--- config.mk ---
export PLATFORM = sky130hd
export DESIGN_NAME = spi_master_top
export DESIGN_NICKNAME = d
export VERILOG_FILES = /design/src/common/spi_cfg_pkg.sv /design/src/common/spi_stream_pkg.sv /design/src/design/spi_clk_gen.sv /design/src/design/spi_shift.sv /design/src/design/spi_ctrl_fsm.sv /design/src/design/spi_rx_buffer.sv /design/src/design/spi_master_top.sv
export SDC_FILE = /design/constraint.sdc
export NUM_CORES = 1
export LEC_CHECK = 0
export BUFFER_PORTS_ARGS = -buffer_cell sky130_fd_sc_hd__buf_4
export CORE_UTILIZATION = 50
export DETAILED_ROUTE_END_ITERATION = 6
export PLACE_DENSITY = 0.72
export SKIP_CTS_REPAIR_TIMING = 1
export SYNTH_ARGS = -nofsm -noshare
export SYNTH_HDL_FRONTEND = slang
export SYNTH_SLANG_ARGS = --single-unit
--- constraint.sdc ---
create_clock -name clk_i -period 4.5 [get_ports clk_i]
set_input_delay 1.125 -clock clk_i [delete_from_list [all_inputs] [get_ports clk_i]]
set_output_delay 1.125 -clock clk_i [all_outputs]
set_load 0.03 [all_outputs]
--- src/common/spi_cfg_pkg.sv ---
// SPI configuration and timing types shared by the clock generator, shifter and FSM.
// The divider and the wait count are both at least 1; a value of 0 is not supported.
// Edge strobes are single-cycle and already corrected for CPOL.

`default_nettype none

package spi_cfg_pkg;

    // ************************************************************
    // widths
    // ************************************************************
    localparam int SPI_DIV_W  = 16;                 // half-period divider width
    localparam int SPI_WAIT_W = 16;                 // inter-packet gap counter width

    // ************************************************************
    // types
    // ************************************************************
    typedef logic [SPI_DIV_W-1:0]  spi_div_t;       // sclk half period in system clocks
    typedef logic [SPI_WAIT_W-1:0] spi_wait_t;      // chip select high gap after a packet

    typedef struct packed {
        logic cpol;                                 // idle level of sclk
        logic cpha;                                 // 1 shifts on the leading edge
    } spi_mode_t;

    typedef struct packed {
        logic lead;                                 // first edge of an sclk period
        logic trail;                                // second edge of an sclk period
        logic word_done;                            // final trailing edge of the word
    } spi_edges_t;

endpackage

`default_nettype wire

--- src/common/spi_stream_pkg.sv ---
// Data path types for the stream ports and the SPI pins.
// The word width is fixed at build time; words go out MSB first.

`default_nettype none

package spi_stream_pkg;

    localparam int SPI_DATA_W = 8;                  // bits per SPI word
    localparam int SPI_EDGES  = 2 * SPI_DATA_W;     // sclk edges per word

    typedef logic [SPI_DATA_W-1:0] spi_word_t;

    typedef struct packed {
        spi_word_t data;
        logic      last;                            // closes the packet, chip select is released
    } spi_beat_t;

    typedef struct packed {
        logic sclk;
        logic mosi;
    } spi_pins_t;

endpackage

`default_nettype wire

--- src/design/spi_clk_gen.sv ---
// SCLK generator with CPOL-relative edge strobes.
// Counters clear and sclk parks at CPOL whenever enable_i is low.
// After SPI_EDGES edges the generator holds until it is disabled again.

`timescale 1ns/1ns
`default_nettype none

module spi_clk_gen (
    input  logic                    clk_i,
    input  logic                    rstn_i,
    input  logic                    enable_i,
    input  spi_cfg_pkg::spi_mode_t  mode_i,
    input  spi_cfg_pkg::spi_div_t   div_i,
    output logic                    sclk_o,
    output spi_cfg_pkg::spi_edges_t edges_o
);

    import spi_cfg_pkg::*;
    import spi_stream_pkg::*;

    localparam int EDGE_W = $clog2(SPI_EDGES + 1);

    spi_div_t          div_cnt_q;
    logic [EDGE_W-1:0] edge_cnt_q;
    logic              sclk_q;
    logic              active;
    logic              tick;

    // edges remain while the count has not reached a full word
    assign active = enable_i && (edge_cnt_q != EDGE_W'(SPI_EDGES));
    assign tick   = active && (div_cnt_q == div_i - 1'b1);

    // ************************************************************
    // divider and edge counter
    // ************************************************************
    always_ff @(posedge clk_i) begin
        if (!rstn_i || !enable_i) begin
            div_cnt_q  <= '0;
            edge_cnt_q <= '0;
            sclk_q     <= mode_i.cpol;                 // idle level follows polarity
        end else if (active) begin
            if (tick) begin
                div_cnt_q  <= '0;
                edge_cnt_q <= edge_cnt_q + 1'b1;
                sclk_q     <= ~sclk_q;
            end else begin
                div_cnt_q <= div_cnt_q + 1'b1;
            end
        end
    end

    // even edge counts are leading edges since sclk starts at CPOL
    assign edges_o = '{
        lead:      tick && !edge_cnt_q[0],
        trail:     tick && edge_cnt_q[0],
        word_done: tick && (edge_cnt_q == EDGE_W'(SPI_EDGES - 1))
    };

    assign sclk_o = sclk_q;

endmodule

`default_nettype wire

--- src/design/spi_shift.sv ---
// MSB-first shift register for one SPI word.
// CPHA 0 presents the first bit at load, samples on lead and shifts on trail.
// CPHA 1 shifts on lead and samples on trail; MOSI holds the last bit after the word.

`timescale 1ns/1ns
`default_nettype none

module spi_shift (
    input  logic                    clk_i,
    input  logic                    rstn_i,
    input  logic                    load_i,
    input  spi_stream_pkg::spi_word_t tx_i,
    input  logic                    cpha_i,
    input  spi_cfg_pkg::spi_edges_t edges_i,
    input  logic                    miso_i,
    output logic                    mosi_o,
    output spi_stream_pkg::spi_word_t rx_o
);

    import spi_stream_pkg::*;

    spi_word_t tx_q;
    spi_word_t rx_q;
    logic      mosi_q;
    logic      shift_en;
    logic      sample_en;

    // the final trailing edge has no next bit to present
    assign shift_en  = (cpha_i ? edges_i.lead : edges_i.trail) && !edges_i.word_done;
    assign sample_en = cpha_i ? edges_i.trail : edges_i.lead;

    always_ff @(posedge clk_i) begin
        if (!rstn_i) begin
            mosi_q <= 1'b0;
        end else if (load_i) begin
            mosi_q <= tx_i[SPI_DATA_W-1];                  // first bit is on the pin early
        end else if (shift_en) begin
            mosi_q <= tx_q[SPI_DATA_W-1];
        end
    end

    always_ff @(posedge clk_i) begin
        if (load_i) begin
            // with cpha 0 the msb already sits on mosi, so skip it
            tx_q <= cpha_i ? tx_i : {tx_i[SPI_DATA_W-2:0], 1'b0};
        end else if (shift_en) begin
            tx_q <= {tx_q[SPI_DATA_W-2:0], 1'b0};
        end
    end

    always_ff @(posedge clk_i) begin
        if (sample_en) begin
            rx_q <= {rx_q[SPI_DATA_W-2:0], miso_i};        // first sampled bit ends up as msb
        end
    end

    assign mosi_o = mosi_q;
    assign rx_o   = rx_q;

endmodule

`default_nettype wire

--- src/design/spi_ctrl_fsm.sv ---
// Transfer control: input handshake, chip select and the inter-packet gap.
// A word is accepted only in IDLE with the output buffer empty and no load pending.
// addr_i, wait_i and the other configuration inputs must stay stable during a word.

`timescale 1ns/1ns
`default_nettype none

module spi_ctrl_fsm #(
    parameter  int SLAVE_NUM = 4,
    localparam int ADDR_W    = (SLAVE_NUM > 1) ? $clog2(SLAVE_NUM) : 1
) (
    input  logic                    clk_i,
    input  logic                    rstn_i,
    input  logic                    s_valid_i,
    input  logic                    s_last_i,
    output logic                    s_ready_o,
    input  logic [ADDR_W-1:0]       addr_i,
    input  spi_cfg_pkg::spi_wait_t  wait_i,
    input  spi_cfg_pkg::spi_edges_t edges_i,
    input  logic                    buf_full_i,
    output logic                    start_o,
    output logic                    enable_o,
    output logic                    load_o,
    output logic                    last_o,
    output logic [SLAVE_NUM-1:0]    cs_n_o
);

    import spi_cfg_pkg::*;

    typedef enum logic [1:0] {
        IDLE,
        DATA,
        WAIT
    } state_e;

    state_e            state_q;
    logic              last_q;
    logic              cs_act_q;
    logic              load_q;
    logic [ADDR_W-1:0] addr_q;
    spi_wait_t         wait_cnt_q;
    logic              accept;

    // a pending load counts as a held word, so nothing can be overwritten
    assign s_ready_o = rstn_i && (state_q == IDLE) && !buf_full_i && !load_q;
    assign accept    = s_valid_i && s_ready_o;
    assign start_o   = accept;
    assign enable_o  = (state_q == DATA) || (state_q == WAIT);
    assign load_o    = load_q;                              // rx word is complete one clock later
    assign last_o    = last_q;

    // ************************************************************
    // state machine
    // ************************************************************
    always_ff @(posedge clk_i) begin
        if (!rstn_i) begin
            state_q    <= IDLE;
            last_q     <= 1'b0;
            cs_act_q   <= 1'b0;
            load_q     <= 1'b0;
            wait_cnt_q <= '0;
        end else begin
            load_q <= edges_i.word_done;
            case (state_q)
                IDLE: begin
                    if (accept) begin
                        state_q  <= DATA;
                        last_q   <= s_last_i;
                        cs_act_q <= 1'b1;                   // stays low across a packet
                    end
                end
                DATA: begin
                    if (edges_i.word_done) begin
                        if (last_q) begin
                            state_q  <= WAIT;
                            cs_act_q <= 1'b0;
                        end else begin
                            state_q <= IDLE;
                        end
                    end
                end
                WAIT: begin
                    if (wait_cnt_q == wait_i - 1'b1) begin
                        wait_cnt_q <= '0;
                        state_q    <= IDLE;
                    end else begin
                        wait_cnt_q <= wait_cnt_q + 1'b1;
                    end
                end
                default: state_q <= IDLE;
            endcase
        end
    end

    always_ff @(posedge clk_i) begin
        if (accept) begin
            addr_q <= addr_i;
        end
    end

    // one-hot active-low select of the latched slave
    always_comb begin
        for (int i = 0; i < SLAVE_NUM; i++) begin
            cs_n_o[i] = !(cs_act_q && (addr_q == ADDR_W'(i)));
        end
    end

endmodule

`default_nettype wire

--- src/design/spi_rx_buffer.sv ---
// One-entry output register for received words.
// The FSM never loads it while a word is still held.

`timescale 1ns/1ns
`default_nettype none

module spi_rx_buffer (
    input  logic                      clk_i,
    input  logic                      rstn_i,
    input  logic                      load_i,
    input  logic                      last_i,
    input  spi_stream_pkg::spi_word_t rx_i,
    input  logic                      m_ready_i,
    output spi_stream_pkg::spi_beat_t m_beat_o,
    output logic                      m_valid_o,
    output logic                      full_o
);

    always_ff @(posedge clk_i) begin
        if (!rstn_i) begin
            m_valid_o <= 1'b0;
        end else if (load_i) begin
            m_valid_o <= 1'b1;
        end else if (m_valid_o && m_ready_i) begin
            m_valid_o <= 1'b0;                              // handshake empties the entry
        end
    end

    always_ff @(posedge clk_i) begin
        if (load_i) begin
            m_beat_o.data <= rx_i;
            m_beat_o.last <= last_i;
        end
    end

    assign full_o = m_valid_o;

endmodule

`default_nettype wire

--- src/design/spi_master_top.sv ---
// SPI master with stream ports, all four modes and one-hot active-low chip select.
// Configuration inputs are used at acceptance and must not change while a word shifts.
// Word width is fixed by the data package; only SLAVE_NUM varies per instance.

`timescale 1ns/1ns
`default_nettype none

module spi_master_top #(
    parameter  int SLAVE_NUM = 4,
    localparam int ADDR_W    = (SLAVE_NUM > 1) ? $clog2(SLAVE_NUM) : 1
) (
    input  logic                      clk_i,
    input  logic                      rstn_i,
    input  spi_stream_pkg::spi_beat_t s_beat_i,
    input  logic                      s_valid_i,
    output logic                      s_ready_o,
    output spi_stream_pkg::spi_beat_t m_beat_o,
    output logic                      m_valid_o,
    input  logic                      m_ready_i,
    output spi_stream_pkg::spi_pins_t spi_pins_o,
    output logic [SLAVE_NUM-1:0]      cs_n_o,
    input  logic                      miso_i,
    input  spi_cfg_pkg::spi_mode_t    mode_i,
    input  spi_cfg_pkg::spi_div_t     div_i,
    input  spi_cfg_pkg::spi_wait_t    wait_i,
    input  logic [ADDR_W-1:0]         addr_i
);

    import spi_cfg_pkg::*;
    import spi_stream_pkg::*;

    spi_edges_t edges;
    spi_word_t  rx_word;
    logic       start;
    logic       enable;
    logic       load;
    logic       last;
    logic       buf_full;
    logic       sclk;
    logic       mosi;

    // ************************************************************
    // control and clocking
    // ************************************************************
    spi_ctrl_fsm #(
        .SLAVE_NUM(SLAVE_NUM)
    ) i_ctrl (
        .clk_i     (clk_i),
        .rstn_i    (rstn_i),
        .s_valid_i (s_valid_i),
        .s_last_i  (s_beat_i.last),
        .s_ready_o (s_ready_o),
        .addr_i    (addr_i),
        .wait_i    (wait_i),
        .edges_i   (edges),
        .buf_full_i(buf_full),
        .start_o   (start),
        .enable_o  (enable),
        .load_o    (load),
        .last_o    (last),
        .cs_n_o    (cs_n_o)
    );

    spi_clk_gen i_clk_gen (
        .clk_i   (clk_i),
        .rstn_i  (rstn_i),
        .enable_i(enable),
        .mode_i  (mode_i),
        .div_i   (div_i),
        .sclk_o  (sclk),
        .edges_o (edges)
    );

    // ************************************************************
    // data path
    // ************************************************************
    spi_shift i_shift (
        .clk_i  (clk_i),
        .rstn_i (rstn_i),
        .load_i (start),                                    // tx word enters at acceptance
        .tx_i   (s_beat_i.data),
        .cpha_i (mode_i.cpha),
        .edges_i(edges),
        .miso_i (miso_i),
        .mosi_o (mosi),
        .rx_o   (rx_word)
    );

    spi_rx_buffer i_rx_buf (
        .clk_i    (clk_i),
        .rstn_i   (rstn_i),
        .load_i   (load),
        .last_i   (last),
        .rx_i     (rx_word),
        .m_ready_i(m_ready_i),
        .m_beat_o (m_beat_o),
        .m_valid_o(m_valid_o),
        .full_o   (buf_full)
    );

    assign spi_pins_o = '{sclk: sclk, mosi: mosi};

endmodule

`default_nettype wire

==> flow_summary.ini, run 1 <==
[run_status]
status = finished clean

[run]
drv_cap = 0

[global_route]
grt_overflow_total = 0
grt_pass1_vias = 3202
grt_pass1_wl_um = 14600
grt_max_degree = 22
antenna_found_initial = 0
grt_usage = 0.212

[die]
dieArea_um2 = 8880
start_util = 0.517
rows = 33
die_h_um = 94.2
ios = 67
fp.coreArea_um2 = 8220
die_w_um = 94.2

[yosys]
synth_top_area_share = 0.207
synth_top_family_by_area = simple AND/OR/NAND/NOR gates
avgSynthCellArea_um2 = 9.14
synth_area_leaders = dfxtp_1 21%, edfxtp_1 20%, xnor2_1 8.4%
synthMuxAreaShare = 0.0285
synth_adder_area_share = 0.0294
yosys_warnings = 0
async_flop_share = 0
postSynthNetCount = 525
syn_inst = 465
synth_simple_gate_area_frac = 0.262
syn-cell-area_um2 = 4250
synthFlopType = dfxtp_1
yosys.area.top_type = dfxtp_1
synth_compound_area_frac = 0.0948
synth_seq_cells = 72
yosysUniqueCellTypes = 62
synth-edff-count = 28
synth-seq-area-share = 0.405
synthXorXnorAreaFrac = 0.140

[power_and_ir_drop]
power_density_nw_per_um2 = 287
seq_power_share = 0.494
power_frac_comb = 0.166
power_mw = 1.43
max-vdd-ir-drop_mv = 0.207
p_leak_nw = 1.83
p_clk_frac = 0.339
switching_power_mw = 0.423
p_int_mw = 1.01
switching_share = 0.295

[worst_setup_path]
r2r-start = i_clk_gen.edge_cnt_q[0]$_SDFFE_PN0P_
startpoint_type = primary input
rrSetupSlack_ns = 1.67
r2r-end = i_shift.tx_q[6]$_DFFE_PP_
required_ns = 4.57
path_class = in -> reg
cp.arrival_ns = 3.75
cpMostUsedCell = buf_4
cpLargestDelayFamily = simple AND/OR/NAND/NOR gates
crit_chain = buf_4, inv_1, ha_1, or3b_1, nor4_2, a31oi_1, or3_4, and2_1, a2111oi_0, nand3_1, nor2_1, buf_4
cp_num_buf_inv = 3
slowest_delay_ns = 0.47
critPathMaxFanout = 8
reg2reg_depth = 10
cp_slowest_cell = or3b_1
critPathCaptureType = flip-flop

[route]
drtIter0Drc = 90
post_drt_wl_per_cell_um = 13.8
via_per_inst = 5.40
wl_um = 8820
vias = 3440
ant_nets = 0
detail_route.drc_violations = 0
firstDrtPassIters = 4

[final_layout]
fill_cells = 730
stdcell_count = 637
diodes = 0
final_common_cell = buf_4
nNetsFinal = 587
final_cell_mix = 69 x buf_4, 58 x nor2_1, 44 x dfxtp_1
syn_to_final_growth_pct = 17.5
drive_gt1_frac = 0.195

[placement]
hpwlAfterDp_um = 6850
globalplace.congestion = 0.844
portBuffers = 66
pre_cts_ws_ns = 0.440
dpl.cell_count = 621

[clock_tree]
clock-sinks = 72
path_clk_slew_ns = 0.08
ctsLongestPathBuffers = 2
clock_latency_ns = 0.36
numCtsBuffers = 9
clockRootBuffer = clkbuf_8
cts_tree = yes
cts-htree-levels = 3

[hold_path]
holdPathStages = 0
hold_end = i_rx_buf.m_beat_o[2]$_DFFE_PP_
hold_path_class = reg -> reg
hold_start = i_shift.rx_o[1]$_DFFE_PP_

[timing]
max_slew.worst_pin.slew_ns = 0.700
period_needed_ns = 3.68
hold_viol_final = 0
maxSlewHeadroom = 0.529
fmax_ghz = 0.272
skew_ns = 0.00842
whs_ns = 0.461
fin_ws_ns = 0.823
setup_viol = 0
rsz0062_at_grt = false
fin_setup_tns_ns = 0
maxSlewViolCount = 0
finalCritPeriodShare = 0.817
## worst max path at each step
stage                         from                       endpoint  slack [ns]  cells after the start
final                     div_i[0]      i_shift.rx_o[0]$_DFFE_PP_        0.82                     12
after global routing      div_i[0]      i_shift.rx_o[0]$_DFFE_PP_        0.62                     12
after CTS                 div_i[0]      i_shift.rx_o[0]$_DFFE_PP_        0.83                     12
after detailed placement  div_i[0]      i_shift.rx_o[4]$_DFFE_PP_        0.44                     12
after global placement    div_i[0]      i_shift.rx_o[1]$_DFFE_PP_        0.59                     12
after floorplan           div_i[0]  i_shift.tx_q[0]$_SDFFCE_PN0P_        0.49                     11
## power groups by stage
stage          Combinational [mW]  Clock, mW  Sequential (mW)
2_1_floorplan               0.157          0            0.721
3_3_place_gp                0.233          0            0.724
3_5_place_dp                0.238          0            0.725
4_1_cts                     0.239      0.500            0.709
5_1_grt                     0.263      0.529            0.711
6_report                    0.238      0.487            0.709
## kinds of logic (layout without fill, tap and decap cells)
kind of cell | Yosys count | count (layout)
AO/OA/AOI/OAI | 57 | 57
XOR/XNOR | 68 | 68
adder cells (fa/ha/maj) | 10 | 10
AND/OR/NAND/NOR | 207 | 207
buffers and inverters | 39 | 106
flip-flops | 72 | 72
multiplexers | 12 | 12
## area by class of cell
class                   count  area [um2]  share of cell area
clock buffers               9         124              0.0248
clock inverters             7        62.6              0.0125
repair buffers             69         518               0.104
well taps                 105         131              0.0263
inverters                  21        78.8              0.0158
multi-input cells         354        2360               0.472
flip-flops and latches     72        1720               0.345
## per-stage QoR
stage / utilization / instance area [um2]
2_1_floorplan: - / 4250
3_3_place_gp: 0.585 / 4810
3_5_place_dp: 0.585 / 4810
4_1_cts: 0.608 / 5000
5_1_grt: 0.608 / 5000
6_report: 0.608 / 5000
## synthesized netlist by cell type, types with 4 or more instances
cell	instances
ha_1	10
dfxtp_1	44
or2_2	4
and3_1	9
nand3b_1	8
o21ai_0	15
nand2b_1	4
a21oi_1	13
nand2_1	41
a31oi_1	4
mux2i_1	11
nor4_1	4
nand3_1	24
and2_1	4
xnor2_1	41
xor2_1	27
edfxtp_1	28
o31ai_1	4
clkbuf_1	9
nand4_1	10
buf_2	4
nor2_1	58
inv_1	21
nor3_1	12
## registers in the layout, summed over array words and instances, names as in the netlist, 2 cells and up
| signal | cells |
|---|---|
| i_clk_gen.div_cnt_q | 16 |
| i_clk_gen.edge_cnt_q | 5 |
| i_ctrl.addr_q | 2 |
| i_ctrl.state_q | 2 |
| i_ctrl.wait_cnt_q | 16 |
| i_rx_buf.m_beat_o | 9 |
| i_shift.rx_o | 8 |
| i_shift.tx_q | 8 |
## per-layer routing
layer,track usage,wire (um)
met3,0.0477,346
met2,0.357,4330
met4,0.0692,108
met5,0,0
met1,0.265,4030
Note: power is estimated with default switching activity, not from simulation.
==> run 2, diff against run 1 <==
Settings changed: ABC_AREA set to 1, PLACE_DENSITY 0.72 to 0.74.
Clock period 4.5 ns to 3.2 ns, I/O delays scaled along.
==> run 2 against run 1 <==
Against the previous run:
- worst hold slack worse by 0.026 ns
- register-to-register slack got worse by 1.1 ns
- cell count increased by 23%
- largest cell class unchanged
- largest power group unchanged
- highest routed layer unchanged
==> flow_summary.ini, run 2 <==
[global_route]
grt_pass1_wl_um = 15600
grt_overflow_total = 0
antenna_found_initial = 0
grt_max_degree = 16
grt_usage = 0.200
grt_pass1_vias = 3758

[worst_setup_path]
reg2reg_depth = 14
required_ns = 3.22
critPathMaxFanout = 8
r2r-start = i_ctrl.state_q[0]$_SDFFE_PN0P_
cp.arrival_ns = 2.78
r2r-end = i_shift.tx_q[3]$_DFFE_PP_
startpoint_type = primary input
crit_chain = buf_4, inv_1, ha_1, nand3_2, nor2_2, nand2_1, nand2_1, nand2_1, nor2_1, nand3_2, nor2_8, nand2_1, nand2_1, nand3_2, nand2_1
slowest_delay_ns = 0.29
cpMostUsedCell = nand2_1
path_class = in -> reg
critPathCaptureType = flip-flop
cp_slowest_cell = nand2_1
rrSetupSlack_ns = 0.61

[clock_tree]
clock-sinks = 72
path_clk_slew_ns = 0.08
cts-htree-levels = 3
ctsLongestPathBuffers = 2
numCtsBuffers = 9
clock_latency_ns = 0.36
clockRootBuffer = clkbuf_8
cts_tree = yes

[timing]
skew_ns = 0.0117
finalCritPeriodShare = 0.861
fmax_ghz = 0.363
max_slew.worst_pin.slew_ns = 0.785
fin_ws_ns = 0.444
hold_viol_final = 0
whs_ns = 0.435
fin_setup_tns_ns = 0
maxSlewHeadroom = 0.472
period_needed_ns = 2.76
maxSlewViolCount = 0
setup_viol = 0
rsz0062_at_grt = false

[final_layout]
nNetsFinal = 729
syn_to_final_growth_pct = 17.7
post-route-util = 0.608
drive_gt1_frac = 0.217
final_cell_mix = 140 x nand2_1, 71 x buf_4, 69 x nor2_1
final_common_cell = nand2_1
largest_registers = i_clk_gen.div_cnt_q: 16 flops, i_ctrl.wait_cnt_q: 16 flops, i_rx_buf.m_beat_o: 9 flops
diodes = 0
stdcell_count = 782

[die]
dieArea_um2 = 9440
start_util = 0.517
rows = 34
die_w_um = 97.2
die_h_um = 97.2
ios = 67
fp.coreArea_um2 = 8760

[route]
firstDrtPassIters = 4
post_drt_wl_per_cell_um = 11.5
vias = 3856
drtIter0Drc = 85
wl_um = 8990
via_per_inst = 4.93
detail_route.drc_violations = 0
ant_nets = 0

[yosys]
synth_compound_area_frac = 0.0613
synth_top_family_by_area = simple AND/OR/NAND/NOR gates
synth-edff-count = 28
synthXorXnorAreaFrac = 0.101
syn_inst = 596
avgSynthCellArea_um2 = 7.60
postSynthNetCount = 656
syn-cell-area_um2 = 4530
yosys_warnings = 0
synth_seq_cells = 72
synthTopCellsByCount = 140 x nand2_1, 69 x nor2_1, 67 x inv_1
synthMuxAreaShare = 0
async_flop_share = 0
yosysUniqueCellTypes = 43
synth.most_common_cell = nand2_1
synth_top_area_share = 0.194
synthFlopType = dfxtp_1
synth_adder_area_share = 0.0276
synth_simple_gate_area_frac = 0.360
synth_area_leaders = dfxtp_1 19%, edfxtp_1 19%, nand2_1 12%
yosys.area.top_type = dfxtp_1
synth-seq-area-share = 0.380

[power_and_ir_drop]
p_leak_nw = 2.26
max-vdd-ir-drop_mv = 0.222
power_density_nw_per_um2 = 427

[placement]
hpwlAfterDp_um = 7210
globalplace.congestion = 0.862
portBuffers = 66
pre_cts_ws_ns = 0.0693
dpl.cell_count = 766

[hold_path]
holdPathStages = 0
hold_path_class = reg -> reg
hold_start = i_shift.rx_o[7]$_DFFE_PP_
hold_end = i_rx_buf.m_beat_o[8]$_DFFE_PP_

[run]
drv_cap = 0

[run_status]
status = finished clean
## run 2: through the flow
stage,instance area (um2),total power [mW]
global route,5330,2.40
detailed placement,5140,1.61
CTS,5330,2.30
global placement,5140,1.60
finish,5330,2.27
floorplan,4530,1.45
## run 2: worst max-delay path by stage
stage,to,startpoint,slack [ns],cells past startpoint
2_1_floorplan,i_shift.rx_o[0]$_DFFE_PP_,div_i[1],0.13,12
3_3_place_gp,i_shift.tx_q[2]$_DFFE_PP_,div_i[1],0.17,15
3_5_place_dp,i_shift.tx_q[0]$_SDFFCE_PN0P_,div_i[1],0.07,15
4_1_cts,i_shift.tx_q[3]$_DFFE_PP_,div_i[1],0.45,15
5_1_grt,i_shift.tx_q[7]$_DFFE_PP_,div_i[1],0.24,17
6_report,i_shift.tx_q[3]$_DFFE_PP_,div_i[1],0.44,15
## run 2: where the power goes
part | switching (mW) | leakage [nW] | internal (mW)
Combinational | 0.341 | 1.56 | 0.199
Clock | 0.386 | 0.0863 | 0.297
Sequential | 0.0340 | 0.615 | 1.02
## run 2: final cells by class
cell class,instances,area (um2)
Multi-Input combinational cell,444,2490
Timing Repair Buffer,71,533
Clock buffer,9,124
Inverter,71,267
Tap cell,108,135
Fill cell,796,3430
Clock inverter,7,62.6
Sequential cell,72,1720
## run 2: logic make-up after synthesis
kind of cell / count (synthesis)
fa+ha+maj: 10
simple gates: 334
flops: 72
compound gates: 48
buf+inv: 80
xor+xnor: 52
## run 2: critical path: cells and delay by family
kind	cells	cell delay (ns)
AND/OR/NAND/NOR	12	1.56
adder cells (fa/ha/maj)	1	0.23
buffers and inverters	2	0.20
## run 2: layer usage
| metal | track usage | vias to the layer above | wire, um |
|---|---|---|---|
| li1 | - | 2059 | - |
| met1 | 0.237 | 1711 | 4040 |
| met2 | 0.359 | 72 | 4450 |
| met3 | 0.0396 | 14 | 380 |
| met4 | 0.0689 | 0 | 131 |
| met5 | 0 | - | 0 |
